File: src/logic/logistic_map_cfg.svh
`ifndef LOGISTIC_MAP_CFG_SVH
`define LOGISTIC_MAP_CFG_SVH

//////////////////////////////////////////////////
// fixed point formats
//////////////////////////////////////////////////

// iterate, unsigned Q1.31
`define LM_FRAC_BITS 31
`define LM_ONE 32'h8000_0000    // 1.0
// growth rate r, unsigned Q2.30
`define LM_R_FRAC 30
`define LM_R_CODE 32'hE51E_B852 // 3.58, rounded
`define LM_SEED 32'h4000_0000   // 0.5 after reset

//////////////////////////////////////////////////
// led output
//////////////////////////////////////////////////

`define LM_DUTY_BITS 8          // duty and pwm phase width
`define LM_DUTY_SHIFT 23        // top fraction bits of x become the duty
`define LM_UPDATE_PERIOD 64     // cycles between target samples

`endif

File: src/logic/logistic_map_pkg.sv
`include "logistic_map_cfg.svh"

//////////////////////////////////////////////////
// shared types for the logistic map datapath
//////////////////////////////////////////////////

package logistic_map_pkg;

   // iterates and products, unsigned Q1.31
   // x stays in [0, 1], so bit 31 is only ever set for exactly 1.0
   typedef logic [31:0] fxp_t;

   // pwm duty, taken from the top fraction bits of x
   typedef logic [`LM_DUTY_BITS-1:0] duty_t;

endpackage

File: src/logic/iterate_sequencer.sv
`timescale 1ns/100ps
`include "logistic_map_cfg.svh"

// keeps the current iterate and feeds it around the product/scale loop
module iterate_sequencer (
   input  logic                   clk,
   input  logic                   rst,
   input  logic                   load,        // restart from seed
   input  logistic_map_pkg::fxp_t seed,
   input  logic                   res_valid,
   input  logistic_map_pkg::fxp_t res_x,
   input  logic                   issue_ready,
   output logic                   issue_valid,
   output logistic_map_pkg::fxp_t issue_x,
   output logic                   res_ready,
   output logistic_map_pkg::fxp_t x,
   output logic                   iter_valid
);

   logistic_map_pkg::fxp_t x_q;
   logic                   issue_valid_q;
   logic                   iter_valid_q;
   logic [1:0]             pend_q;       // items inside the two stages
   logic                   live_q;       // newest item in the stages still counts
   logic                   issue_fire;
   logic                   res_fire;
   logic                   res_keep;

   assign issue_fire = issue_valid_q & issue_ready;
   assign res_fire   = res_valid & res_ready;
   // results return in order, so a kept result is the only one in the pipe
   assign res_keep   = res_fire & live_q & (pend_q == 2'd1) & ~load;

   always_ff @(posedge clk) begin
      if (rst) begin
         x_q           <= `LM_SEED;
         issue_valid_q <= 1'b1;  // first issue right after reset
         iter_valid_q  <= 1'b0;
         pend_q        <= 2'd0;
         live_q        <= 1'b0;
      end else begin
         iter_valid_q <= res_keep;   // one cycle pulse with the new x
         pend_q       <= pend_q + {1'b0, issue_fire} - {1'b0, res_fire};
         if (load) begin
            x_q           <= seed;
            issue_valid_q <= 1'b1;
            live_q        <= 1'b0;   // whatever is in flight goes stale
         end else if (res_keep) begin
            x_q           <= res_x;
            issue_valid_q <= 1'b1;   // straight back into the loop
            live_q        <= 1'b0;
         end else if (issue_fire) begin
            issue_valid_q <= 1'b0;
            live_q        <= 1'b1;
         end
      end
   end

   assign issue_valid = issue_valid_q;
   assign issue_x     = x_q;
   assign res_ready   = 1'b1;        // results are always taken
   assign x           = x_q;
   assign iter_valid  = iter_valid_q;

   // the two stages hold at most two items and return none unasked
   assert property (@(posedge clk) disable iff (rst)
      pend_q != 2'd3);

endmodule

File: config.mk
export PLATFORM = sky130hd
export DESIGN_NAME = iterate_sequencer
export DESIGN_NICKNAME = d
export VERILOG_FILES = /design/src/logic/logistic_map_pkg.sv /design/src/logic/iterate_sequencer.sv
export VERILOG_INCLUDE_DIRS = /design/src /design/src/logic
export SDC_FILE = /design/constraint.sdc
export NUM_CORES = 1
export LEC_CHECK = 0
export BUFFER_PORTS_ARGS = -buffer_cell sky130_fd_sc_hd__buf_2
export CAP_MARGIN = 15
export CORE_MARGIN = 4
export CORE_UTILIZATION = 38
export DETAILED_ROUTE_END_ITERATION = 8
export GPL_ROUTABILITY_DRIVEN = 0
export GPL_TIMING_DRIVEN = 0
export PLACE_DENSITY_LB_ADDON = 0.08
export SLEW_MARGIN = 0
export SYNTH_ARGS = -nofsm -noshare
export SYNTH_HDL_FRONTEND = slang
export SYNTH_SLANG_ARGS = --single-unit
File: constraint.sdc
create_clock -name clk -period 1.4 [get_ports clk]
set_input_delay 0.07 -clock clk [delete_from_list [all_inputs] [get_ports clk]]
set_output_delay 0.07 -clock clk [all_outputs]
set_load 0.02 [all_outputs]
==> impl_results.md <==
* Status: completed
* Critical Path RT at 1.58 ns
* Final HPWL DP at 4250 µm
* Post-Layout Cell Count at roughly 420
* Commonest non-fill, non-tap cell in the layout: buf_2
* Hold path cells at 3
* Share of layout cells above drive strength 1 at 65.9%
* Max-slew violations at 0
* Cell Pwr Density at 963 mW/mm²
* Final period util at 98.9%
* Core Region at 0.00520 mm²
* Slew @ Worst Pin at 0.715 ns
* Relative slew margins at 52.3%
* Critical Path AT at 1.56 ns
* Global-route wire length before repair at 8730 µm
* H-tree levels at 2
* Final Util at 58.6%
* Seq/Total Area, Yosys at 35.5%
* Commonest non-fill, non-tap cells in the layout: 137 x buf_2, 39 x buf_4, 34 x dfxtp_1, 31 x mux2i_1, 31 x a211oi_2
* GRT overflow at 0
* Setup WS pre-CTS at -0.0529 ns
* Final ANT Viol Nets at 0
* Inserted Diodes at 0
* Clk_lat worst skew at ~0.29 ns
* Vias in the first global route at 1,862
* Chip height at 82.1 µm
* Post-route worst setup slack at 0.0148 ns
* DRC Markers at 0
* Pleak at 0.00156 µW
* Std-Cell Rows at 26
* Synth Register Bits at 37
* Max frequency at roughly 720 MHz
* Netlist cell types at 24
* Largest net degree at the start of global routing at 12
* Hold Crit Class: in2reg
* DIE WIDTH at between 80 and 90 µm
* Starting Density at between 40% and 50%
* Critical Path End Type: flop
* Fill count at about 500
* Routed wire length at roughly 5500 µm
* Total CTS buffers at 5
* Multi-input gate area at around 990 µm²
* Antenna violations before repair at 0
* Initial DRT Pass Iterations at 4
* CP max FO at 6
* Final net count at approximately 420
* CP startpoint kind: flop
* Synth Net Count at 274
* Cells on worst reg2reg path at 5
* Clock sink count at 37
* Worst hold margin at slightly below 0.07 ns
* Syn_area_per_cell at 10.3 µm²
* Synth Cell Area at ~0.0021 mm²
* DR vias/cell at ~4.7
* RSZ-0062 raised after global routing: yes
* CTS clock-pin slew for the worst setup and hold paths at ~0.070 ns
* Max cap viols at 0
* Register area at 744 µm²
* Syn Inst Count at 203
* Hold Vio Cnt, Final at 0
* Placed instance count at a little over 400
* Number of DRC markers in iteration 0 at 54
* Fin crit period at approximately 1.4 ns
* Final Setup Violations at 0
* Area Overhead vs Synth at 46.1%
* Vias at 1,962
* Crit path kind: reg2reg
* CTS root buf: clkbuf_8
* Ys Warns at 0
* Worst IR Drop VDD at 429 µV
* IO Pins at 136
* Final Skew at slightly above 0.005 ns
* Clock Tree Buf Depth at 2
* Die area at 0.00674 mm²
* CTS tree: built
* I/O Buffers at between 100 and 150
* Total GRT Usage at 16.6%
* WL/cell at 13.2 µm
[sequential cells by signal (all words and copies together) (netlist names)]
register	cells
iter_valid	1
live_q	1
issue_valid	1
pend_q	2
issue_x	32
[where the power goes]
part | internal (µW) | total [µW] | switching (µW)
combinational | 443 | 924 | 480
sequential | 1140 | 1210 | 62.9
clock | 445 | 807 | 362
[cells by family after synthesis]
group,count (synthesis),synth area share (%)
AND/OR/NAND/NOR,40,10.3
AO/OA/AOI/OAI,35,19.1
other,1,0.180
multiplexers,31,14.9
buffers and inverters,55,17.9
adder cells (fa/ha/maj),2,1.20
flip-flops,37,35.5
XOR/XNOR,2,0.840
[synth_stat cells]
cell,number,area share [%]
nor2b_1,2,0.60
buf_2,5,1.2
dfxtp_1,37,36
or2_1,1,0.30
nor3_2,1,0.48
nor2_1,1,0.18
buf_6,5,2.7
a211oi_1,4,1.4
buf_4,33,12
nor4_1,1,0.30
xnor2_1,1,0.42
clkbuf_1,10,1.8
a21oi_1,2,0.48
nor3b_1,1,0.36
a211oi_2,28,17
nand2_1,1,0.18
xor2_1,1,0.42
a211o_1,1,0.42
conb_1,1,0.18
and4b_1,1,0.48
nor3_1,31,7.4
ha_1,2,1.2
inv_1,2,0.36
mux2i_1,31,15
[critical path: stages (launching register included)]
cell	delay, ns
dfxtp_2	0.32
and4b_2	0.25
or2_1	0.23
buf_6	0.15
buf_6	0.11
a211o_1	0.21
[final cells by class]
class / instances / area share [%]
multi-input combinational: 111 / 32.6
sequential: 37 / 24.4
timing repair buffer: 139 / 24.2
buffer: 52 / 12.3
clock buffer: 7 / 3.16
tap: 70 / 2.87
inverter: 2 / 0.246
clock inverter: 1 / 0.164
[worst paths after layout]
| kind | start | endpoint | slack (ns) |
|---|---|---|---|
| worst min-delay path | seed[30] | issue_x[30] | 0.07 |
| worst max register to register | pend_q[1] | issue_valid | 0.01 |
| worst max-delay path | pend_q[1] | issue_valid | 0.01 |
| worst min register to register | live_q | live_q | 0.50 |
[through the flow]
stage	setup TNS [ns]	cell area (µm²)	power (µW)
finish	0	3050	2940
global route	-0.399	3050	3100
CTS	-0.0219	3000	2950
detailed placement	-1.11	2840	2110
global placement	-0.973	2840	2100
floorplan	0	2090	1820
[per-layer routing]
metal / up-vias / GRT usage (%) / routed length [µm]
li1: 986 / - / -
met3: 5 / 5.81 / 509
met4: 0 / 3.49 / 51
met2: 78 / 28.8 / 2720
met5: - / 0 / 0
met1: 893 / 19.6 / 2260
[timing repair]
item / in CTS / in global routing
endpoints found under the setup margin: 29 / 33
pin swaps: 4 / 5
buffers inserted: 4 / 2
cloned: 1 / 0
resized for setup: 10 / 12
hold buffers: 0 / 0
Note: power is estimated with default switching activity, not from simulation.
