File: config.mk
export PLATFORM = sky130hd
export DESIGN_NAME = duty_slewer
export DESIGN_NICKNAME = d
export VERILOG_FILES = /design/src/logic/logistic_map_pkg.sv /design/src/logic/duty_slewer.sv
export VERILOG_INCLUDE_DIRS = /design/src /design/src/logic
export SDC_FILE = /design/constraint.sdc
export NUM_CORES = 1
export LEC_CHECK = 0
export BUFFER_PORTS_ARGS = -buffer_cell sky130_fd_sc_hd__buf_2
export CORE_MARGIN = 1
export CORE_UTILIZATION = 44
export CTS_BUF_LIST = sky130_fd_sc_hd__clkbuf_8
export DETAILED_ROUTE_END_ITERATION = 6
export GPL_ROUTABILITY_DRIVEN = 0
export HOLD_SLACK_MARGIN = 0.06
export PLACE_DENSITY = 0.73
export SLEW_MARGIN = 10
export SYNTH_ARGS = -nofsm -noshare
export SYNTH_HDL_FRONTEND = slang
export SYNTH_SLANG_ARGS = --single-unit
File: constraint.sdc
create_clock -name clk -period 5.4 [get_ports clk]
set_input_delay 0.54 -clock clk [delete_from_list [all_inputs] [get_ports clk]]
set_output_delay 0.54 -clock clk [all_outputs]
set_load 0.05 [all_outputs]
File: src/logic/logistic_map_cfg.svh
`ifndef LOGISTIC_MAP_CFG_SVH
`define LOGISTIC_MAP_CFG_SVH

//////////////////////////////////////////////////
// fixed point formats
//////////////////////////////////////////////////

// iterate, unsigned Q1.31
`define LM_FRAC_BITS 31
`define LM_ONE 32'h8000_0000    // 1.0
// growth rate r, unsigned Q2.30
`define LM_R_FRAC 30
`define LM_R_CODE 32'hE51E_B852 // 3.58, rounded
`define LM_SEED 32'h4000_0000   // 0.5 after reset

//////////////////////////////////////////////////
// led output
//////////////////////////////////////////////////

`define LM_DUTY_BITS 8          // duty and pwm phase width
`define LM_DUTY_SHIFT 23        // top fraction bits of x become the duty
`define LM_UPDATE_PERIOD 64     // cycles between target samples

`endif

File: src/logic/logistic_map_pkg.sv
`include "logistic_map_cfg.svh"

//////////////////////////////////////////////////
// shared types for the logistic map datapath
//////////////////////////////////////////////////

package logistic_map_pkg;

   // iterates and products, unsigned Q1.31
   // x stays in [0, 1], so bit 31 is only ever set for exactly 1.0
   typedef logic [31:0] fxp_t;

   // pwm duty, taken from the top fraction bits of x
   typedef logic [`LM_DUTY_BITS-1:0] duty_t;

endpackage

File: src/logic/duty_slewer.sv
`timescale 1ns/100ps
`include "logistic_map_cfg.svh"

// turns the jumpy iterate into a slowly moving duty
module duty_slewer (
   input  logic                    clk,
   input  logic                    rst,
   input  logistic_map_pkg::fxp_t  x,
   output logistic_map_pkg::duty_t duty
);

   localparam int CNT_W = $clog2(`LM_UPDATE_PERIOD);

   logic [CNT_W-1:0]        cnt_q;      // cycles since last sample
   logistic_map_pkg::duty_t target_q;
   logistic_map_pkg::duty_t duty_q;

   //////////////////////////////////////////////////
   // target sampling
   //////////////////////////////////////////////////

   always_ff @(posedge clk) begin
      if (rst) begin
         cnt_q    <= '0;
         target_q <= '0;
      end else begin
         if (cnt_q == CNT_W'(`LM_UPDATE_PERIOD - 1)) cnt_q <= '0;
         else cnt_q <= cnt_q + 1'b1;
         if (cnt_q == '0) target_q <= x[`LM_DUTY_SHIFT +: `LM_DUTY_BITS];
      end
   end

   //////////////////////////////////////////////////
   // slew, one step per cycle
   //////////////////////////////////////////////////

   always_ff @(posedge clk) begin
      if (rst) begin
         duty_q <= '0;
      end else if (duty_q < target_q) begin
         duty_q <= duty_q + 1'b1;
      end else if (duty_q > target_q) begin
         duty_q <= duty_q - 1'b1;
      end
   end

   assign duty = duty_q;

   assert property (@(posedge clk) disable iff (rst)
      (duty_q == $past(duty_q)) || (duty_q == $past(duty_q) + 1'b1) ||
      (duty_q == $past(duty_q) - 1'b1));

endmodule

==> flow_summary_export.csv <==
group,metric,value,unit
flow_run,drv_cap,0,
power,power.switching,0.530,mW
power,power_density,712,mW/mm^2
min_path,hp-class,"reg2reg",
sta,fin_crit_sh,55.2,%
yosys,synth_seq_area_share,31.9,%
yosys,ys_seq_elements,22,
routing,final_antenna_net_count,0,
yosys,synth_cell_type_count,38,
global_route,grt-ovfl-total,0,
global_route,grt_pass1_wl,4520,um
yosys,ys_warn_count,0,
routing,wl,2610,um
routing,routed_via_density,5.44,
clocking,post_cts_buffers,0,
clocking,cts_resized,0,
status,violations,"design-rule violations",
worst_setup_path,cp_slowest_cell,"or4b_1",
clocking,path_clk_slew,0.08,ns
sta,setup_viol_count_final,0,
yosys,synth_nets,207,
worst_setup_path,cp-start-kind,"flop",
sta,hold_violations,0,
floorplan,row_count,19,
worst_setup_path,cp_max_fo,7,
floorplan,ios,42,
status,status,"finished with violations",
clocking,clock_latency,0.26,ns
power,power.leakage,0.723,nW
clocking,cts_tree,"built",
power,ir_drop,0.000264,V
sta,slew_viol_final,0,
layout,nFillCells,271,
layout,final_common_cell,"nor2_1",
global_route,antenna_found_initial,0,
sta,tns,0,ns
layout,antennaDiodeCount,0,
clocking,htree_levels,1,
clocking,numCtsBuffers,3,
power,power,1.11,mW
sta,tightest_slew,0.468,ns
sta,max_freq,0.335,GHz
worst_setup_path,cp-end-kind,"flop",
power,p_clk_share,13.8,%
clocking,cts_root_buf,"clkbuf_8",
sta,hold-worst-slack,0.483,ns
floorplan,dieArea,0.00336,mm^2
yosys,synthTopCellsByArea,"dfxtp_1 32%, ha_1 15%, mux2i_1 9.4%, nor2_1 8.2%, inv_1 3.8%",
worst_setup_path,critPathKind,"reg2reg",
clocking,clock_path_buffers,2,
routing,first_pass_iters,6,
routing,vias,1121,
yosys,synth_top_cell_by_area,"dfxtp_1",
sta,rsz0062_at_grt,"no",
clocking,holdBufCountCts,0,
layout,area_growth,13.6,%
placement,port_buffers,17,
floorplan,core,0.00285,mm^2
sta,slew_headroom,68.8,%
yosys,synth_top_cell_area_share,31.9,%
power,internal_power,0.585,mW
routing,drtIter0Drc,43,
sta,post-route-min-period,2.98,ns
worst_setup_path,critPathRequiredTime,5.61,ns
worst_setup_path,arrival,3.19,ns
yosys,synthesis.area,0.00138,mm^2
power,comb_power_share,65.4,%
routing,routedWlPerCell,12.7,um
yosys,syn-instance-count,156,
worst_setup_path,path_cells,"ha_1, nor2b_4, o211ai_2, a21o_2, nand2_1, ha_1, nand2_1, nor2_1, a21oi_1, or4b_1, nand4_1",
layout,drive_above_1_share,16.6,%
layout,finalNetCount,227,
placement,dp_hpwl,2050,um
floorplan,die_h,58.0,um
power,swShare,47.6,%
routing,drc_errors,2,
floorplan,fp.dieW,58.0,um
worst_setup_path,max_stage_delay,0.48,ns
global_route,grt_max_degree,24,
layout,utilization,54.9,%
yosys,syn_avg_cell_area,8.84,um^2
clocking,cts.sink_count,22,
power,pwr-share-seq,20.8,%
sta,fin_skew,0.00505,ns
global_route,grt_pass1_vias,1046,
layout,layout_common_cells,"30 x nor2_1, 22 x dfxtp_1, 17 x buf_2, 16 x ha_1, 14 x inv_1",
floorplan,initial_core_util,48.3,%
global_route,grt_usage,17.6,%
metrics by stage:
| step | area [um^2] | setup slack [ns] | cells |
|---|---|---|---|
| 2_1_floorplan | 1380 | 2.37 | 156 |
| 3_3_place_gp | 1500 | 2.55 | 202 |
| 3_5_place_dp | 1500 | 2.46 | 202 |
| 4_1_cts | 1570 | 2.43 | 206 |
| 5_1_grt | 1570 | 2.24 | 206 |
| 6_report | 1570 | 2.42 | 206 |
cell usage after synthesis:
cell / n
dfxtp_1: 22
fa_1: 1
nor2_1: 30
or2_4: 1
nand3_1: 2
o21ai_1: 1
nor4_1: 1
o211ai_2: 1
a211oi_1: 2
a21oi_2: 1
a21o_1: 2
nand4_2: 1
a211o_1: 1
o2111ai_1: 2
a31oi_1: 1
a2111o_1: 1
xor2_1: 3
o211a_1: 1
a31o_2: 1
clkbuf_1: 2
o21ai_0: 1
nor2b_4: 1
or4b_1: 1
ha_1: 16
a21oi_1: 9
o21a_1: 1
mux2i_1: 13
a21o_2: 1
a31oi_4: 1
o31ai_1: 1
nand4_1: 2
inv_1: 14
a31o_1: 1
xnor2_1: 4
nand3b_1: 1
nand2b_1: 1
nand2_1: 10
and3_1: 1
cell type report:
| cell class | instances | area [um^2] | area share [%] |
|---|---|---|---|
| Inverter | 14 | 52.6 | 3.35 |
| Clock inverter | 1 | 30.0 | 1.92 |
| Timing Repair Buffer | 17 | 85.1 | 5.43 |
| Sequential cell | 22 | 440 | 28.1 |
| Tap cell | 31 | 38.8 | 2.48 |
| Multi-Input combinational cell | 118 | 878 | 56.1 |
| Clock buffer | 3 | 41.3 | 2.64 |
per-layer routing:
layer,global-route usage [%],vias up,part of all wire (%)
li1,-,583,-
met1,21.8,520,46
met2,29.9,16,50
met3,4.02,2,3.0
met4,6.12,0,0.88
met5,0,-,0
path summary, 6_finish.rpt:
kind,cells after the start,start,slack [ns],endpoint
hold reg to reg,1,cnt_q[0],0.48,cnt_q[0]
setup / recovery,11,duty[1],2.42,duty[7]
setup reg to reg,11,duty[1],2.42,duty[7]
hold / removal,1,cnt_q[0],0.48,cnt_q[0]
power groups by stage:
stage | sequential, mW | combinational, mW | clock, mW
2_1_floorplan | 0.308 | 0.521 | 0
3_3_place_gp | 0.235 | 0.694 | 0
3_5_place_dp | 0.236 | 0.728 | 0
4_1_cts | 0.233 | 0.731 | 0.158
5_1_grt | 0.238 | 0.811 | 0.166
6_report | 0.232 | 0.729 | 0.154
sequential cells by signal, summed over array words and instances (netlist names):
register and flops:
target_q 8, cnt_q 6, duty 8
critical path, delay by kind of cell, from the launching register on:
| family | cells | cell delay (ns) |
|---|---|---|
| AND/OR/NAND/NOR | 6 | 1.15 |
| AO/OA/AOI/OAI | 3 | 0.59 |
| adder cells (fa/ha/maj) | 2 | 0.76 |
| flip-flops | 1 | 0.44 |
cell families (layout without fill, tap and decap cells):
family                   Yosys count  in the layout  share of synthesized area, %
multiplexers                      13             13                          9.44
adder cells (fa/ha/maj)           17             17                          16.0
buffers and inverters             16             35                          4.36
XOR/XNOR                           7              7                          4.45
AO/OA/AOI/OAI                     29             29                          16.2
flip-flops                        22             22                          31.9
AND/OR/NAND/NOR                   52             52                          17.7
(Power assumes the default switching activity.)
