===== config.mk =====
export PLATFORM = sky130hd
export DESIGN_NAME = scale_stage
export DESIGN_NICKNAME = d
export VERILOG_FILES = /design/src/logic/logistic_map_pkg.sv /design/src/logic/scale_stage.sv
export VERILOG_INCLUDE_DIRS = /design/src /design/src/logic
export SDC_FILE = /design/constraint.sdc
export NUM_CORES = 1
export LEC_CHECK = 0
export CAP_MARGIN = 20
export CELL_PAD_IN_SITES_DETAIL_PLACEMENT = 0
export CELL_PAD_IN_SITES_GLOBAL_PLACEMENT = 1
export CORE_ASPECT_RATIO = 1.4
export CORE_MARGIN = 5
export CORE_UTILIZATION = 40
export DETAILED_ROUTE_END_ITERATION = 16
export DONT_BUFFER_PORTS = 1
export PLACE_DENSITY = 0.62
export SYNTH_ARGS = -nofsm -noshare
export SYNTH_HDL_FRONTEND = slang
export SYNTH_SLANG_ARGS = --single-unit

===== constraint.sdc =====
create_clock -name clk -period 17.5 [get_ports clk]
set_clock_uncertainty 0.2 [all_clocks]
set_input_delay 3.5 -clock clk [delete_from_list [all_inputs] [get_ports clk]]
set_output_delay 3.5 -clock clk [all_outputs]
set_load 0.05 [all_outputs]

===== src/logic/logistic_map_cfg.svh =====
`ifndef LOGISTIC_MAP_CFG_SVH
`define LOGISTIC_MAP_CFG_SVH

//////////////////////////////////////////////////
// fixed point formats
//////////////////////////////////////////////////

// iterate, unsigned Q1.31
`define LM_FRAC_BITS 31
`define LM_ONE 32'h8000_0000    // 1.0
// growth rate r, unsigned Q2.30
`define LM_R_FRAC 30
`define LM_R_CODE 32'hE51E_B852 // 3.58, rounded
`define LM_SEED 32'h4000_0000   // 0.5 after reset

//////////////////////////////////////////////////
// led output
//////////////////////////////////////////////////

`define LM_DUTY_BITS 8          // duty and pwm phase width
`define LM_DUTY_SHIFT 23        // top fraction bits of x become the duty
`define LM_UPDATE_PERIOD 64     // cycles between target samples

`endif


===== src/logic/logistic_map_pkg.sv =====
`include "logistic_map_cfg.svh"

//////////////////////////////////////////////////
// shared types for the logistic map datapath
//////////////////////////////////////////////////

package logistic_map_pkg;

   // iterates and products, unsigned Q1.31
   // x stays in [0, 1], so bit 31 is only ever set for exactly 1.0
   typedef logic [31:0] fxp_t;

   // pwm duty, taken from the top fraction bits of x
   typedef logic [`LM_DUTY_BITS-1:0] duty_t;

endpackage


===== src/logic/scale_stage.sv =====
`timescale 1ns/100ps
`include "logistic_map_cfg.svh"

// second half of the map, r * product
module scale_stage (
   input  logic                   clk,
   input  logic                   rst,
   input  logic                   in_valid,
   input  logistic_map_pkg::fxp_t in_x,
   input  logic                   out_ready,
   output logic                   in_ready,
   output logic                   out_valid,
   output logistic_map_pkg::fxp_t out_x
);

   logic [63:0]            prod_full;    // Q3.61
   logistic_map_pkg::fxp_t out_x_q;
   logic                   out_valid_q;
   logic                   in_fire;

   assign prod_full = {32'd0, in_x} * {32'd0, `LM_R_CODE};
   assign in_ready  = ~out_valid_q | out_ready;
   assign in_fire   = in_valid & in_ready;

   always_ff @(posedge clk) begin
      if (rst) begin
         out_valid_q <= 1'b0;
      end else if (in_fire) begin
         out_valid_q <= 1'b1;
      end else if (out_ready) begin
         out_valid_q <= 1'b0;
      end
   end

   // r < 4 keeps the result below 1.0
   always_ff @(posedge clk) begin
      if (in_fire) out_x_q <= prod_full[`LM_R_FRAC +: 32];
   end

   assign out_valid = out_valid_q;
   assign out_x     = out_x_q;

   // a product above 0.25 would push r * p past 1.0
   assert property (@(posedge clk) disable iff (rst)
      in_fire |-> (in_x <= (`LM_ONE >> 2)));

endmodule


==> impl_metrics.ini, run 1 <==
[cts]
cts_buffers = 5
cts_tree = yes
clk_pin_slew_ps = 50
clk_latency_ps = 270
cts_buffer_depth = 2
hold_buffers = 0
post_cts_resized = 0
htreeDepth = 2
cts_root_buffer = clkbuf_16
cts_setup_buffers = 0
cts_num_sinks = 33

[final_layout]
final_net_count = 2347
drive_gt1_frac = 0.01429
n_fill_cell = 4043
syn_to_final_growth_pct = 4.606
diodes = 0

[setup_path]
crit_start = in_x[6]
worst-path-buf-inv = 6
worst_path_most_repeated_cell = fa_1
cpMaxStageDelayCell = fa_1
worstPathRequired_ps = 17320
critPathMaxFanout = 7
cp.arrival_ps = 9960
crit_type = primary input to flip-flop
end_kind = flip-flop
cp_top_family = adder cells
slowest_delay_ps = 560
crit_path_cell_trace = inv_1 > fa_1 > inv_1 > ha_1 > fa_1 > inv_1 > fa_1 > fa_1 > inv_1 > fa_1 > fa_1 > inv_1 > fa_1 > inv_1 > ha_1 > a21oi_1 > o21ai_1 > a22oi_1 > a211oi_1 > nor3_2 > o21ai_2 > or4_1 > and3_1
start_kind = primary input
worst_r2r_startpoint = out_valid$_SDFFE_PP0P_

[synth]
ys_seq_area_frac = 0.05949
avgSynthCellArea_sq_um = 10.18
synth_area_leaders = fa_1 40%, ha_1 28%, inv_1 11%, edfxtp_1 5.8%, a21oi_1 1.9%
yosysUniqueCellTypes = 64
synth_common_cells = 491 x inv_1, 375 x ha_1, 327 x fa_1
yosysTopAreaCellShare = 0.3970
yosysWarnings = 0
synth_top_cell_by_area = fa_1
syn_inst = 1619
ys_ff_latch = 33
synthesis.area_sq_um = 16490
syn_nets = 2357
synth-edff-count = 32
ys.flop_type = edfxtp_1
synth.most_common_cell = inv_1
async_flop_share = 0

[sta]
hold_violations = 0
hold_slack_ps = 951.8
fin_crit_ps = 10140
setup_tns_ps = 0
fmax_mhz = 98.64
finalSetupViolCount = 0
relSlewSlack = 0.5255
tightestPinTransition_ps = 705.2
setup_slack_ps = 7362
rsz0062_at_grt = no
final_max_slew_viol_count = 0
fin_crit_sh = 0.5793

[routing]
wl_per_cell_um = 22.10
viasPerCell = 5.072
drtAntennaViolNets = 0
drt_first_iter_violations = 398
route.detailed.drc = 0
totalWireLength_um = 47510
dr.pass1.iters = 4
vias = 10910

[floorplanning]
die_w_um = 181.6
die_area_sq_um = 45440
core-area_sq_um = 40960
initial_core_util = 0.4026
io_pins = 70
die_h_um = 250.2
rows = 88

[placed_design]
gp_congestion = 0.8988
hpwlAfterDp_um = 43710
numPortBuffers = 0
pre_cts_ws_ps = 7103

[global_routing]
grt_pass1_wl_um = 73000
overflow = 0
grt_antenna_before_repair = 0
grt_max_degree = 33
grt_pass1_vias = 12630
grt_util_all_layers = 0.2120

[flow_run]
max-cap-violations = 0

[hold_path]
min_from = out_valid$_SDFFE_PP0P_
hold_class = flip-flop to flip-flop

[status]
outcome = finished clean
cells by family (layout without fill, tap and decap cells):
logic type / after synthesis / count (layout) / synth area share
and+or+nand+nor: 157 / 157 / 0.04872
AOI/OAI and AO/OA: 182 / 182 / 0.07369
buffers and inverters: 509 / 500 / 0.1170
xor gates and xnor gates: 33 / 33 / 0.01753
muxes: 3 / 3 / 0.001973
DFF: 33 / 33 / 0.05949
adders and majority gates: 702 / 702 / 0.6816
cell type report:
class,count,area [sq um],area share
Clock buffer,6,128.9,0.007472
Clock inverter,2,33.78,0.001959
Inverter,491,1843,0.1069
Multi-Input combinational cell,1077,13580,0.7872
Sequential cell,33,980.9,0.05687
Tap cell,540,675.6,0.03917
Timing Repair Buffer,1,7.507,0.0004353
per-stage QoR:
stage               area [sq um]  std cells    util
global placement           17090       2142  0.4171
detailed placement         17090       2142  0.4171
CTS                        17250       2150  0.4211
global route               17250       2150  0.4211
finish                     17250       2150  0.4211
floorplan                  16490       1619       -
sequential cells by signal, summed over array words and instances (netlist names):
signal	flops
out_x	32
out_valid	1
final timing paths:
kind	endpoint	depth (start not counted)	slack [ps]
setup / recovery	out_x[26]$_DFFE_PP_	23	7360
hold / removal	out_valid$_SDFFE_PP0P_	2	950
setup reg to reg	out_x[16]$_DFFE_PP_	3	15340
hold reg to reg	out_valid$_SDFFE_PP0P_	2	950
tightest hold or removal path, cell delays in order, from the launching register on:
cell and delay, ps:
dfxtp_1 470, nand2b_1 510, a21oi_1 130
cell usage in the layout (no fill, tap or decap), drive strengths merged, types with 2 or more instances in the layout:
cell type  synthesis  routed
clkbuf            12       6
a311o              2       2
nand2             37      37
xnor2             27      27
xor2               6       6
nor4               5       5
a311oi             2       2
inv              491     491
nand2b             3       3
o21bai            13      13
mux2               2       2
o211a              3       3
a21o              23      23
or3                4       4
ha               375     375
and3              10      10
a221o              4       4
nor2              34      34
a2111oi            4       4
o21a               6       6
nor2b              5       5
o211ai             5       5
and4               3       3
o21ai             37      37
a211oi             6       6
nor3              13      13
a31oi              3       3
edfxtp            32      32
nand3             11      11
nand4             23      23
a21oi             64      64
or4                2       2
fa               327     327
per-layer routing:
metal	GRT usage	wire, um	up-vias
li1	-	-	5113
met1	0.2141	16020	5515
met2	0.4387	28200	193
met3	0.01598	967	84
met4	0.08153	2322	0
met5	0	0	-
Power of run 1 is left out: the tool's default activity adds up to more than one toggle a clock period on the data nets, which glitch-free logic cannot reach.
==> run 2: changes to the inputs <==
Clock period 17.5 ns to 10.6 ns, I/O delays scaled along.
==> impl_metrics.ini, run 2 (synthesis results as in run 1) <==
[floorplanning]
die_w_um = 181.6
rows = 88
initial_core_util = 0.4026
io_pins = 70
die_h_um = 250.2
die_area_sq_um = 45440
core-area_sq_um = 40960

[sta]
finalSetupViolCount = 0
tightestPinTransition_ps = 797.6
setup_tns_ps = 0
fmax_mhz = 114.7
rsz0062_at_grt = no
final_max_slew_viol_count = 0
relSlewSlack = 0.4633
fin_crit_sh = 0.8223
fin_crit_ps = 8717
hold_violations = 0

[status]
outcome = finished clean

[cts]
hold_buffers = 0
post_cts_resized = 0
cts_buffers = 5
cts_num_sinks = 33
cts_buffer_depth = 2
cts_setup_buffers = 0
clk_latency_ps = 270
cts_root_buffer = clkbuf_16
htreeDepth = 2
cts_tree = yes
clk_pin_slew_ps = 50

[routing]
drtAntennaViolNets = 0
vias = 10940
wl_per_cell_um = 22.13
dr.pass1.iters = 4
viasPerCell = 5.088
drt_first_iter_violations = 389
totalWireLength_um = 47570
route.detailed.drc = 0

[global_routing]
grt_pass1_wl_um = 73110
overflow = 0
grt_antenna_before_repair = 0
grt_util_all_layers = 0.2126
grt_pass1_vias = 12600
grt_max_degree = 33

[final_layout]
drive_gt1_frac = 0.01429
mostFrequentLayoutCells = 491 x inv_1, 375 x ha_1, 327 x fa_1
finish.instance_area_sq_um = 17250
largest_register_ffs = 32
syn_to_final_growth_pct = 4.606
final_common_cell = inv_1
final_net_count = 2347
diodes = 0
n_fill_cell = 4150

[setup_path]
crit_type = primary input to flip-flop
start_kind = primary input
crit_path_cell_trace = inv_1 > fa_1 > inv_1 > ha_1 > fa_1 > inv_1 > fa_1 > fa_1 > inv_1 > fa_1 > fa_1 > inv_1 > fa_1 > inv_1 > ha_1 > a21oi_1 > o21ai_1 > a22oi_1 > a211oi_1 > nor3_2 > o21ai_2 > or4_1 > and3_1
worst_path_most_repeated_cell = fa_1
cp.arrival_ps = 8550
worst-path-buf-inv = 6
worstPathRequired_ps = 10430
critPathMaxFanout = 7
end_kind = flip-flop
cp_top_family = adder cells
slowest_delay_ps = 560
cpMaxStageDelayCell = fa_1

[placed_design]
numPortBuffers = 0
hpwlAfterDp_um = 43730
gp_congestion = 0.9043
placed_cell_area_sq_um = 17090

[flow_run]
max-cap-violations = 0

[hold_path]
hold_class = flip-flop to flip-flop
-- run 2: final timing paths --
| path | startpoint | endpoint | slack [ps] | depth (start not counted) |
|---|---|---|---|---|
| worst max-delay path | in_x[6] | out_x[26]$_DFFE_PP_ | 1880 | 23 |
| worst min register to register | out_valid$_SDFFE_PP0P_ | out_valid$_SDFFE_PP0P_ | 950 | 2 |
| worst max register to register | out_valid$_SDFFE_PP0P_ | out_x[10]$_DFFE_PP_ | 8440 | 3 |
| worst min-delay path | out_valid$_SDFFE_PP0P_ | out_valid$_SDFFE_PP0P_ | 950 | 2 |
-- run 2: worst register-to-register path, delay by kind of cell, from the launching register on --
kind	cells	cell delay, ps
buf+inv	1	260
flops	1	630
simple gates	2	770
-- run 2: layer usage --
metal  share of wire  wire length, um  global-route usage  up-vias
met2            0.58            27750              0.4321      175
met1            0.34            15990              0.2146     5556
met5               0                0                   0        -
li1                -                -                   -     5110
met3           0.021             1007             0.01729       99
met4           0.059             2827             0.09569        0
-- run 2: layout make-up --
type                    count  area [sq um]  share of cell area
clock buffers               6         128.9            0.007472
clock inverters             2         33.78            0.001959
inverters                 491          1843              0.1069
multi-input cells        1077         13580              0.7872
flip-flops and latches     33         980.9             0.05687
well taps                 540         675.6             0.03917
repair buffers              1         7.507           0.0004353
-- run 2: metrics by stage --
step	utilization	cells	hold WS [ps]	setup slack, ps
after floorplan	-	1619	913.8	2261
after global placement	0.4171	2142	943.7	1578
after detailed placement	0.4171	2142	952.1	1595
after CTS	0.4211	2150	959.2	1850
final	0.4211	2150	952.7	1883
after global routing	0.4211	2150	997.4	1614
Power of run 2 is left out for the same reason.
==> run 3: changes to the inputs <==
Settings changed: ABC_AREA from default to 1, PLACE_DENSITY 0.62 to 0.67.
Clock period 10.6 ns to 7.35 ns, I/O delays scaled along.
==> impl_metrics.ini, run 3 <==
[status]
outcome = finished clean

[setup_path]
start_kind = primary input
worst-path-buf-inv = 2
r2r-end = out_valid$_SDFFE_PP0P_
worstPathRequired_ps = 7170
cp_top_family = adder cells
slowest_delay_ps = 550
endpoint = out_x[19]$_DFFE_PP_
worst_r2r_startpoint = out_valid$_SDFFE_PP0P_
r2r_setup_slack_ps = 5630
crit_start = in_x[16]
critPathMaxFanout = 10
cp.arrival_ps = 7030
cp.depth = 18
rr_worst_depth = 2
crit_path_cell_trace = fa_1 > ha_1 > fa_1 > fa_1 > inv_1 > fa_1 > inv_1 > fa_1 > fa_1 > fa_1 > ha_1 > nand2_1 > nor2_2 > nand2_2 > nor3_2 > nand2_1 > nand4_1 > nand2_1
crit_type = primary input to flip-flop
end_kind = flip-flop
cpMaxStageDelayCell = fa_1
worst_path_most_repeated_cell = fa_1

[global_routing]
grt_max_degree = 33
grt_antenna_before_repair = 0
grt_util_all_layers = 0.2301
overflow = 0
grt_pass1_wl_um = 85930
grt_pass1_vias = 15240

[synth]
yosysUniqueCellTypes = 27
ys_ff_latch = 33
syn_nets = 2872
avgSynthCellArea_sq_um = 8.400
synthesis.area_sq_um = 17920
ys_seq_area_frac = 0.05473
synth_area_leaders = fa_1 37%, ha_1 26%, inv_1 14%, nand2_1 8.9%, edfxtp_1 5.4%
synth_top_cell_by_area = fa_1
yosysTopAreaCellShare = 0.3652
synth_common_cells = 675 x inv_1, 423 x nand2_1, 375 x ha_1
async_flop_share = 0
synth.most_common_cell = inv_1
synth-edff-count = 32
ys.flop_type = edfxtp_1
syn_inst = 2134
yosysWarnings = 0

[final_layout]
largest_register_ffs = 32
diodes = 0
syn_to_final_growth_pct = 12.72
final_net_count = 3012
final_common_cell = inv_1
drive_gt1_frac = 0.1169
mostFrequentLayoutCells = 675 x inv_1, 403 x nand2_1, 360 x ha_1
fin_util = 0.4573

[routing]
drt_first_iter_violations = 631
viasPerCell = 4.821
drtAntennaViolNets = 0
dr.pass1.iters = 5
wl_per_cell_um = 19.33
totalWireLength_um = 54780
route.detailed.drc = 0
vias = 13660

[sta]
finalSetupViolCount = 0
fin_crit_ps = 7212
relSlewSlack = 0.5761
hold_slack_ps = 825.8
final_max_slew_viol_count = 0
fmax_mhz = 138.7
fin_crit_sh = 0.9812
setup_tns_ps = 0
rsz0062_at_grt = yes
hold_violations = 0
tightestPinTransition_ps = 637.2

[placed_design]
hpwlAfterDp_um = 50120
gp_congestion = 0.9705
numPortBuffers = 0

[flow_run]
max-cap-violations = 0

[cts]
cts_tree = yes
cts_root_buffer = clkbuf_16
cts_num_sinks = 33
htreeDepth = 2
clk_latency_ps = 280
cts_buffers = 5
cts_buffer_depth = 2
clk_pin_slew_ps = 60

[floorplanning]
die_w_um = 188.9
core-area_sq_um = 44180
rows = 91
io_pins = 70
initial_core_util = 0.4057
die_h_um = 260.5
die_area_sq_um = 49210

[hold_path]
hold_class = flip-flop to flip-flop
[run 3: metrics by stage]
stage | cell area, sq um | cells | setup slack (ps)
floorplan | 17920 | 2134 | 229.1
global placement | 19630 | 2824 | -373.5
detailed placement | 19630 | 2824 | -379.7
CTS | 19790 | 2832 | 26.24
global route | 20200 | 2833 | -8.314
finish | 20200 | 2833 | 138.4
[run 3: worst min path at each step]
stage / start / endpoint / slack (ps) / depth (start not counted)
6_report: out_valid$_SDFFE_PP0P_ / out_x[30]$_DFFE_PP_ / 830 / 1
5_1_grt: out_valid$_SDFFE_PP0P_ / out_x[30]$_DFFE_PP_ / 870 / 1
4_1_cts: out_valid$_SDFFE_PP0P_ / out_valid$_SDFFE_PP0P_ / 980 / 2
3_5_place_dp: out_valid$_SDFFE_PP0P_ / out_valid$_SDFFE_PP0P_ / 970 / 2
3_3_place_gp: out_valid$_SDFFE_PP0P_ / out_valid$_SDFFE_PP0P_ / 960 / 2
2_1_floorplan: out_valid$_SDFFE_PP0P_ / out_valid$_SDFFE_PP0P_ / 870 / 2
[run 3: kinds of logic after synthesis]
| group | synth area share |
|---|---|
| and+or+nand+nor | 0.1410 |
| buffers and inverters | 0.1418 |
| xor gates and xnor gates | 0.006352 |
| adders and majority gates | 0.6270 |
| AOI/OAI and AO/OA | 0.02918 |
| DFF | 0.05473 |
[run 3: timing repair]
action                     4_1_cts  5_1_grt
hold endpoints to repair         0        0
setup endpoints to repair        7       32
hold buffers                     0        0
pin swaps                        0        7
setup buffers                    0        0
resized for setup                6       97
[run 3: cell type report]
class                   count  area (sq um)
inverters                 677          2541
multi-input cells        1424         14830
well taps                 558         698.2
repair buffers            133          1011
clock buffers               5         125.1
flip-flops and latches     33         980.9
fillers                  4428         23970
clock inverters             3         17.52
[run 3: metal layers]
layer | global-route usage | part of all wire | vias up
met1 | 0.2638 | 0.39 | 6678
met4 | 0.07857 | 0.042 | 0
met2 | 0.4426 | 0.54 | 264
li1 | - | - | 6630
met3 | 0.02368 | 0.033 | 85
met5 | 0 | 0 | -
Power of run 3 is left out for the same reason.
