## src/logic/logistic_map_cfg.svh

```systemverilog
`ifndef LOGISTIC_MAP_CFG_SVH
`define LOGISTIC_MAP_CFG_SVH

//////////////////////////////////////////////////
// fixed point formats
//////////////////////////////////////////////////

// iterate, unsigned Q1.31
`define LM_FRAC_BITS 31
`define LM_ONE 32'h8000_0000    // 1.0
// growth rate r, unsigned Q2.30
`define LM_R_FRAC 30
`define LM_R_CODE 32'hE51E_B852 // 3.58, rounded
`define LM_SEED 32'h4000_0000   // 0.5 after reset

//////////////////////////////////////////////////
// led output
//////////////////////////////////////////////////

`define LM_DUTY_BITS 8          // duty and pwm phase width
`define LM_DUTY_SHIFT 23        // top fraction bits of x become the duty
`define LM_UPDATE_PERIOD 64     // cycles between target samples

`endif

```

## src/logic/logistic_map_pkg.sv

```systemverilog
`include "logistic_map_cfg.svh"

//////////////////////////////////////////////////
// shared types for the logistic map datapath
//////////////////////////////////////////////////

package logistic_map_pkg;

   // iterates and products, unsigned Q1.31
   // x stays in [0, 1], so bit 31 is only ever set for exactly 1.0
   typedef logic [31:0] fxp_t;

   // pwm duty, taken from the top fraction bits of x
   typedef logic [`LM_DUTY_BITS-1:0] duty_t;

endpackage

```

## src/logic/pwm_gen.sv

```systemverilog
`timescale 1ns/100ps
`include "logistic_map_cfg.svh"

// single pwm channel for the led
module pwm_gen (
   input  logic                    clk,
   input  logic                    rst,
   input  logistic_map_pkg::duty_t duty,
   output logic                    led
);

   logic [`LM_DUTY_BITS-1:0] phase_q;   // free running, wraps

   always_ff @(posedge clk) begin
      if (rst) begin
         phase_q <= '0;
      end else begin
         phase_q <= phase_q + 1'b1;
      end
   end

   // high for duty out of every 2^LM_DUTY_BITS cycles
   assign led = (phase_q < duty);

endmodule

```

## config.mk

```make
export PLATFORM = sky130hd
export DESIGN_NAME = pwm_gen
export DESIGN_NICKNAME = d
export VERILOG_FILES = /design/src/logic/logistic_map_pkg.sv /design/src/logic/pwm_gen.sv
export VERILOG_INCLUDE_DIRS = /design/src /design/src/logic
export SDC_FILE = /design/constraint.sdc
export NUM_CORES = 1
export LEC_CHECK = 0
export ABC_CLOCK_PERIOD_IN_PS = 1260
export BUFFER_PORTS_ARGS = -buffer_cell sky130_fd_sc_hd__buf_2
export CELL_PAD_IN_SITES_DETAIL_PLACEMENT = 0
export CELL_PAD_IN_SITES_GLOBAL_PLACEMENT = 1
export CORE_UTILIZATION = 32
export CTS_CLUSTER_SIZE = 25
export DETAILED_ROUTE_END_ITERATION = 8
export PLACE_DENSITY_LB_ADDON = 0.1
export SETUP_SLACK_MARGIN = 0.4
export SKIP_CTS_REPAIR_TIMING = 1
export SLEW_MARGIN = 10
export SYNTH_ARGS = -nofsm -noshare
export SYNTH_HDL_FRONTEND = slang
export SYNTH_SLANG_ARGS = --single-unit
```

## constraint.sdc

```tcl
create_clock -name clk -period 1.26 [get_ports clk]
set_input_delay 0.252 -clock clk [delete_from_list [all_inputs] [get_ports clk]]
set_output_delay 0.252 -clock clk [all_outputs]
set_load 0.05 [all_outputs]
```

==> flow_summary.yaml, run 1 <==
setup_path:
  crit_family: "flip-flops"
  timing.rr.end: "phase_q[7]"
  crit_chain: "ha_4 -> nand3_2 -> o211ai_1 -> a21oi_4 -> buf_6"
  cp_data_required_time_ns: 1.01
  arrival_ns: 1.39
  start_kind: "register"
  crit_fanout: 2
  cp_slowest_cell: "dfxtp_4"
  worstReg2RegStart: "phase_q[7]"
  reg2reg_depth: 4
  critPathCaptureType: "output pin"
  criticalPathCategory: "reg2out"
  path_buf_inv: 1
  ff2ff_setup_slack_ns: -0.02
  cp_slowest_stage_delay_ns: 0.35
flow_run:
  maxCapViolCount: 0
route:
  drt_iter0_drc: 2
  wl_per_cell_um: 10.72
  wl_um: 1051
  ant_nets: 0
  route.detailed.drc: 0
  first_pass_iters: 2
  routed_via_density: 4.837
  vias: 474
place:
  hpwl_um: 783.7
  placed_cell_area_um2: 743.2
  gp_congestion: 0.6457
  io_buffer_count: 10
  dp_slack_ns: -0.2626
sta:
  period_needed_ns: 1.640
  hold_viol_final: 0
  setup_viol: 2
  max_slew.worst_pin.slew_ns: 0.2667
  clock_skew_ns: 0.0002428
  fin_ws_ns: -0.3804
  slew_headroom_pct: 82.07
  period_share_pct: 130.2
  drv_slew: 0
  rsz0062_at_grt: "yes"
  fmaxAchievable_mhz: 609.6
logic_synthesis:
  synth_top_area_share_pct: 32.90
  synth_top_cell_by_area: "dfxtp_1"
  synth-compound-area-share_pct: 14.14
  synthSimpleGateAreaFrac_pct: 20.82
  yosys-top-cells-area: "dfxtp_1 (33%), ha_1 (21%), a21oi_1 (6.2%)"
  synth_top_family_by_area: "simple AND/OR/NAND/NOR gates"
  synth_adder_area_share_pct: 20.57
  synth_mux_area_share_pct: 0
  synth-seq-area-share_pct: 32.90
  synth.cell_area_um2: 486.7
  syn_avg_cell_area_um2: 8.249
  synth_nets: 77
  synthXorXnorAreaFrac_pct: 5.398
  ys_seq_elements: 8
  ys_types: 18
  syn_inst: 59
  yosys_warnings: 0
floorplanning:
  ios: 11
  initial_core_util_pct: 36.05
  design.die.area_um2: 1681
  fp.dieW_um: 41
  die_h_um: 41
  coreArea_um2: 1350
  fp-row-count: 13
power:
  p_per_area_nw_per_um2: 706.9
  leakagePower_nw: 0.3430
  p_comb_share_pct: 19.0
  p_sw_w: 0.0001612
  ir_worst_vdd_v: 0.0007727
  seqPwrFrac_pct: 44.7
  p_sw_share_pct: 26.84
  p_int_w: 0.0004394
  power.share.clock_pct: 36.3
clock_tree:
  h-tree-depth: 1
  cts-root-buf: "clkbuf_4"
  cts_buffers: 3
  cts.reportedPaths.clkPinSlew_ns: 0.06
  cts_tree: "yes"
  clock_sinks: 8
  worst_skew_pair.late_latency_ns: 0.26
  clockBufferDepth: 2
global_route:
  grt_max_degree: 9
  first_global_vias: 392
  antenna_found_initial: 0
  grt_pass1_wl_um: 1442
  grt_overflow: 0
  track_usage_pct: 14.21
worst_hold_path:
  worstHoldPathCells: 2
  holdCritStartpoint: "rst"
  min_path_type: "in2reg"
  hold_path_end: "phase_q[7]"
finish:
  final_core_utilization_pct: 62.93
  finalNetCount: 102
  regArea_um2: 177.7
  multiInputGateArea_um2: 442.9
  top_register: "phase_q"
  fill_cells: 116
  drive_above_1_share_pct: 65.06
  top_regs: "phase_q: 8 flops"
  area_growth_syn_to_layout_pct: 74.55
  design_area_um2: 849.6
  n_antenna_cell: 0
  largest_register_ffs: 8
run_status:
  violations: "setup timing"
  status: "finished with violations"
## cell usage after synthesis
cell and n:
or3_1 2, nand3_1 5, inv_1 7, nor2b_1 2
a21oi_2 1, nor2_1 5, a21oi_1 6, or4_4 1
dfxtp_1 8, ha_1 8, xor2_1 2, clkbuf_1 1
o31ai_1 1, nand2_1 4, o211ai_1 1, xnor2_1 1
o21ai_0 3, nand2_2 1
## cells by family after synthesis
family                     count (synthesis)
and+or+nand+nor                           20
AOI/OAI and AO/OA                         12
buffers and inverters                      8
adders and majority gates                  8
DFF                                        8
xor gates and xnor gates                   3
## cell type report
class	count	share of cell area, %
timing repair buffer	21	18.56
sequential	8	20.91
tap	15	2.209
inverter	7	3.093
multi-input combinational	43	52.14
clock buffer	4	3.093
## how the worst max path moves through the flow
| stage | start | end | slack, ns | cells after the start |
|---|---|---|---|---|
| floorplan | phase_q[7] | led | -0.11 | 4 |
| global placement | duty[7] | led | -0.25 | 7 |
| detailed placement | duty[7] | led | -0.26 | 7 |
| CTS | phase_q[7] | led | -0.48 | 5 |
| global route | phase_q[7] | led | -0.45 | 5 |
| finish | phase_q[5] | led | -0.38 | 5 |
## cell usage in the layout (no fill, tap or decap), types with 2 or more instances in the layout
cell,instances
o21ai_0,2
a21oi_2,4
nand2_2,2
inv_1,6
nand2_1,3
nand3_2,3
dfxtp_2,5
buf_4,6
ha_1,2
nor2b_1,2
a21oi_1,2
buf_2,9
clkbuf_4,3
ha_4,6
or3_1,2
nor2_1,5
dfxtp_4,3
buf_6,6
## power by group through the flow
stage	combinational, W	sequential [W]	clock (W)
4_1_cts	0.0000970	0.000266	0.000223
2_1_floorplan	0.0000597	0.000273	0
6_report	0.000114	0.000268	0.000218
5_1_grt	0.000128	0.000269	0.000229
3_5_place_dp	0.0000970	0.000272	0
3_3_place_gp	0.0000943	0.000271	0
## through the flow
step / cells / TNS [ns] / hold WS (ns) / power (W)
6_report: 98 / -0.3956 / 0.2439 / 0.0006006
5_1_grt: 98 / -0.5103 / 0.2514 / 0.0006260
4_1_cts: 97 / -0.4834 / 0.2400 / 0.0005858
3_5_place_dp: 93 / -0.2626 / 0.4659 / 0.0003687
3_3_place_gp: 93 / -0.2546 / 0.4566 / 0.0003656
2_1_floorplan: 59 / -0.1063 / 0.4310 / 0.0003329
## per-layer routing
layer,up-vias,GRT usage (%),share of wire (%)
li1,248,-,-
met1,213,15.84,49
met2,9,22.27,45
met3,4,3.261,3.3
met4,0,12.50,2.2
met5,-,0,0
(Power assumes the default switching activity.)
==> run 2, diff against run 1 <==
SETUP_SLACK_MARGIN = default   (was 0.4)
==> run 2 against run 1 <==
Effect of this change:
- the flow still finishes with violations (setup timing)
- hold slack improved by 0.0078 ns
- power down 1.1%
- clock power hardly changed
- via count decreased by 1.1%
- sequential share of layout area shrank 0.16 points
- non-clock buffer count is 2 higher
- setup slack gained 0.011 ns
- critical path type unchanged
- critical endpoint unchanged
- largest cell class unchanged
==> flow_summary.yaml, run 2 (same netlist as run 1, synthesis figures left out) <==
global_route:
  grt_max_degree: 9
  use_met3_pct: 3.261
  grt_overflow: 0
  antenna_found_initial: 0
  met1_usage_pct: 15.51
  grtUsageMet2_pct: 20.31
  first_global_vias: 383
  grt_pass1_wl_um: 1393
  grt.busiest_layer: "met2"
  track_usage_pct: 13.53
route:
  wl_um: 1048
  vias: 469
  drt_iter0_drc: 0
  ant_nets: 0
  wl_per_cell_um: 10.48
  first_pass_iters: 1
  route.detailed.drc: 0
  routed_via_density: 4.690
power:
  total_power_w: 0.0005941
  p_comb_share_pct: 17.7
  leakagePower_nw: 0.3481
  p_sw_w: 0.0001544
  ir_worst_vdd_v: 0.0005231
  power.share.clock_pct: 36.5
  p_sw_share_pct: 25.98
  p_per_area_nw_per_um2: 719.4
  p_int_w: 0.0004397
  seqPwrFrac_pct: 45.7
floorplanning:
  coreArea_um2: 1350
  fp.dieW_um: 41
  design.die.area_um2: 1681
  ios: 11
  fp-row-count: 13
  die_h_um: 41
  initial_core_util_pct: 36.05
finish:
  drive_above_1_share_pct: 61.18
  final_core_utilization_pct: 61.17
  fin_cells: 100
  top_register: "phase_q"
  top_regs: "phase_q: 8 flops"
  area_growth_syn_to_layout_pct: 69.67
  largest_register_ffs: 8
  n_antenna_cell: 0
  finalNetCount: 104
  final_cell_mix: "buf_4 (10), buf_2 (9), inv_1 (6), ha_4 (6), dfxtp_2 (6)"
  final_common_cell: "buf_4"
clock_tree:
  clockBufferDepth: 2
  cts_tree: "yes"
  cts.reportedPaths.clkPinSlew_ns: 0.06
  clock_sinks: 8
  cts_buffers: 3
  h-tree-depth: 1
  worst_skew_pair.late_latency_ns: 0.26
  cts-root-buf: "clkbuf_4"
setup_path:
  start_kind: "register"
  cp_data_required_time_ns: 1.01
  crit_fanout: 3
  criticalPathCategory: "reg2out"
  arrival_ns: 1.38
  critPathCaptureType: "output pin"
place:
  hpwl_um: 767.2
  dp_cells: 93
  gp_congestion: 0.6735
  dp_slack_ns: -0.2604
  io_buffer_count: 10
sta:
  clock_skew_ns: 0.005849
  fmaxAchievable_mhz: 613.9
  slew_headroom_pct: 82.59
  max_slew.worst_pin.slew_ns: 0.2601
  setup_viol: 1
  period_share_pct: 129.3
  drv_slew: 0
  rsz0062_at_grt: "yes"
  hold_viol_final: 0
  period_needed_ns: 1.629
  fin_ws_ns: -0.3690
worst_hold_path:
  min_path_type: "in2reg"
flow_run:
  maxCapViolCount: 0
run_status:
  violations: "setup timing"
  status: "finished with violations"
run 2: final cells by class:
class                      instances  area (um2)
tap                               15       18.77
multi-input combinational         43       417.9
timing repair buffer              23       165.2
fill                             118       524.3
clock buffer                       4       26.28
sequential                         8       171.4
inverter                           7       26.28
run 2: path summary, 6_finish.rpt:
path	startpoint	slack [ns]	to	cells past startpoint
setup / recovery	phase_q[7]	-0.37	led	5
hold / removal	rst	0.25	phase_q[7]	2
setup reg to reg	phase_q[4]	0	phase_q[7]	4
hold reg to reg	phase_q[0]	0.49	phase_q[0]	1
run 2: metal layers:
metal  vias to the layer above  wire, um
met5                         -         0
met4                         0        12
met3                         2        34
met2                         9       514
met1                       205       486
li1                        253         -
run 2: through the flow:
stage | area (um2) | TNS (ns) | hold slack, ns
after floorplan | 584.3 | -0.1063 | 0.4414
after global placement | 724.4 | -0.2885 | 0.4721
after detailed placement | 724.4 | -0.3078 | 0.4846
after CTS | 750.7 | -0.5619 | 0.2423
after global routing | 825.8 | -0.5064 | 0.2541
final | 825.8 | -0.3690 | 0.2517
run 2: power by group through the flow:
| stage | combinational (W) | sequential (W) | clock (W) |
|---|---|---|---|
| 2_1_floorplan | 0.0000592 | 0.000275 | 0 |
| 3_3_place_gp | 0.0000932 | 0.000274 | 0 |
| 3_5_place_dp | 0.0000949 | 0.000274 | 0 |
| 4_1_cts | 0.0000955 | 0.000268 | 0.000225 |
| 5_1_grt | 0.000119 | 0.000273 | 0.000239 |
| 6_report | 0.000105 | 0.000272 | 0.000217 |
run 2: critical path, stage by stage, from the launching register on:
cell and delay, ns:
dfxtp_2 0.33, ha_4 0.28, nand3_2 0.06, o211ai_1 0.25
a21oi_4 0.04, buf_6 0.16
==> run 3, diff against run 2 <==
RECOVER_POWER = 50   (was default)
==> run 3 against run 2 <==
Effect of this change:
- the run still ends with setup timing left
- global-route usage did not move
- critical path type unchanged
- sequential cell count did not move
- cell count did not move
- count of clock-buffer cells in the layout did not move
- largest cell class unchanged
==> flow_summary.yaml, run 3 (same netlist as run 1, synthesis figures left out) <==
run_status:
  status: "finished with violations"
  violations: "setup timing"
finish:
  n_antenna_cell: 0
  regArea_um2: 170.2
  fin_cells: 100
  multiInputGateArea_um2: 417.9
  final_cell_mix: "buf_4 (10), buf_2 (9), inv_1 (6), ha_4 (6)"
  top_regs: "phase_q: 8 flops"
  fill_cells: 118
  final_common_cell: "buf_4"
  final_core_utilization_pct: 61.08
  top_register: "phase_q"
  largest_register_ffs: 8
  finalNetCount: 104
  area_growth_syn_to_layout_pct: 69.41
  drive_above_1_share_pct: 60.00
clock_tree:
  clockBufferDepth: 2
  cts_tree: "yes"
  clock_sinks: 8
  cts-root-buf: "clkbuf_4"
  h-tree-depth: 1
  worst_skew_pair.late_latency_ns: 0.26
  cts_buffers: 3
  cts.reportedPaths.clkPinSlew_ns: 0.06
setup_path:
  timing.rr.end: "phase_q[7]"
  critPathCaptureType: "output pin"
  arrival_ns: 1.38
  cp_data_required_time_ns: 1.01
  worstReg2RegStart: "phase_q[0]"
  ff2ff_setup_slack_ns: -0.04
  start_kind: "register"
  crit_fanout: 3
  criticalPathCategory: "reg2out"
  reg2reg_depth: 3
worst_hold_path:
  min_path_type: "in2reg"
  holdCritStartpoint: "rst"
  worstHoldPathCells: 2
  hold_path_end: "phase_q[7]"
global_route:
  grt_overflow: 0
  grt_max_degree: 9
  antenna_found_initial: 0
  track_usage_pct: 13.53
  first_global_vias: 383
  grt_pass1_wl_um: 1393
route:
  vias: 469
  route.detailed.drc: 0
  first_pass_iters: 1
  routed_via_density: 4.690
  ant_nets: 0
  drt_iter0_drc: 0
  wl_per_cell_um: 10.48
  wl_um: 1048
place:
  hpwl_um: 767.2
  io_buffer_count: 10
  gp_congestion: 0.6735
  dp_cells: 93
  dp_slack_ns: -0.2604
floorplanning:
  fp.dieW_um: 41
  fp-row-count: 13
  coreArea_um2: 1350
  initial_core_util_pct: 36.05
  die_h_um: 41
  ios: 11
  design.die.area_um2: 1681
sta:
  rsz0062_at_grt: "yes"
  drv_slew: 0
  fmaxAchievable_mhz: 613.9
  period_needed_ns: 1.629
  hold_viol_final: 0
  fin_ws_ns: -0.3690
  clock_skew_ns: 0.005849
  slew_headroom_pct: 82.59
  period_share_pct: 129.3
  setup_viol: 2
  max_slew.worst_pin.slew_ns: 0.2601
power:
  p_per_area_nw_per_um2: 719.9
  leakagePower_nw: 0.3479
  ir_worst_vdd_v: 0.0005230
flow_run:
  maxCapViolCount: 0
-- run 3: changes by cell type in the layout (fill, tap and decap cells not counted) --
cell / before / now
dfxtp_2: 6 / 5
dfxtp_1: 1 / 2
-- run 3: worst max-delay path by stage --
stage | cells after the start | from | end
floorplan | 4 | phase_q[7] | led
finish | 5 | phase_q[7] | led
CTS | 5 | phase_q[7] | led
global placement | 7 | duty[7] | led
global route | 5 | phase_q[7] | led
detailed placement | 7 | duty[7] | led
-- run 3: per-layer routing --
| layer | track usage, % | vias to the layer above | share of wire [%] |
|---|---|---|---|
| met4 | 12.50 | 0 | 1.1 |
| met5 | 0 | - | 0 |
| met3 | 3.261 | 2 | 3.2 |
| met1 | 15.51 | 205 | 46 |
| li1 | - | 253 | - |
| met2 | 20.31 | 9 | 49 |
-- run 3: area by class of cell --
cell class                      count  area share (%)
Inverter                            7           3.187
Multi-Input combinational cell     43           50.68
Clock buffer                        4           3.187
Tap cell                           15           2.276
Timing Repair Buffer               23           20.03
Sequential cell                     8           20.64
-- run 3: critical path, stage by stage, from the launching register on --
cell and delay (ns):
dfxtp_2 0.33, ha_4 0.28, nand3_2 0.06, o211ai_1 0.25, a21oi_4 0.04, buf_6 0.16
-- run 3: stage by stage --
| stage | hold slack, ns | setup TNS [ns] | total power (W) | instance area (um2) |
|---|---|---|---|---|
| floorplan | 0.4414 | -0.1063 | 0.0003341 | 584.3 |
| detailed placement | 0.4846 | -0.3078 | 0.0003689 | 724.4 |
| global placement | 0.4721 | -0.2885 | 0.0003669 | 724.4 |
| finish | 0.2517 | -0.4064 | 0.0005936 | 824.5 |
| CTS | 0.2423 | -0.5619 | 0.0005893 | 750.7 |
| global route | 0.2541 | -0.6331 | 0.0006298 | 824.5 |
-- run 3: power breakdown --
group | leakage, nW | internal [W] | switching [W] | total (W)
clock | 0.0150 | 0.000122 | 0.0000953 | 0.000217
sequential | 0.0682 | 0.000261 | 0.00000996 | 0.000271
combinational | 0.265 | 0.0000563 | 0.0000491 | 0.000105
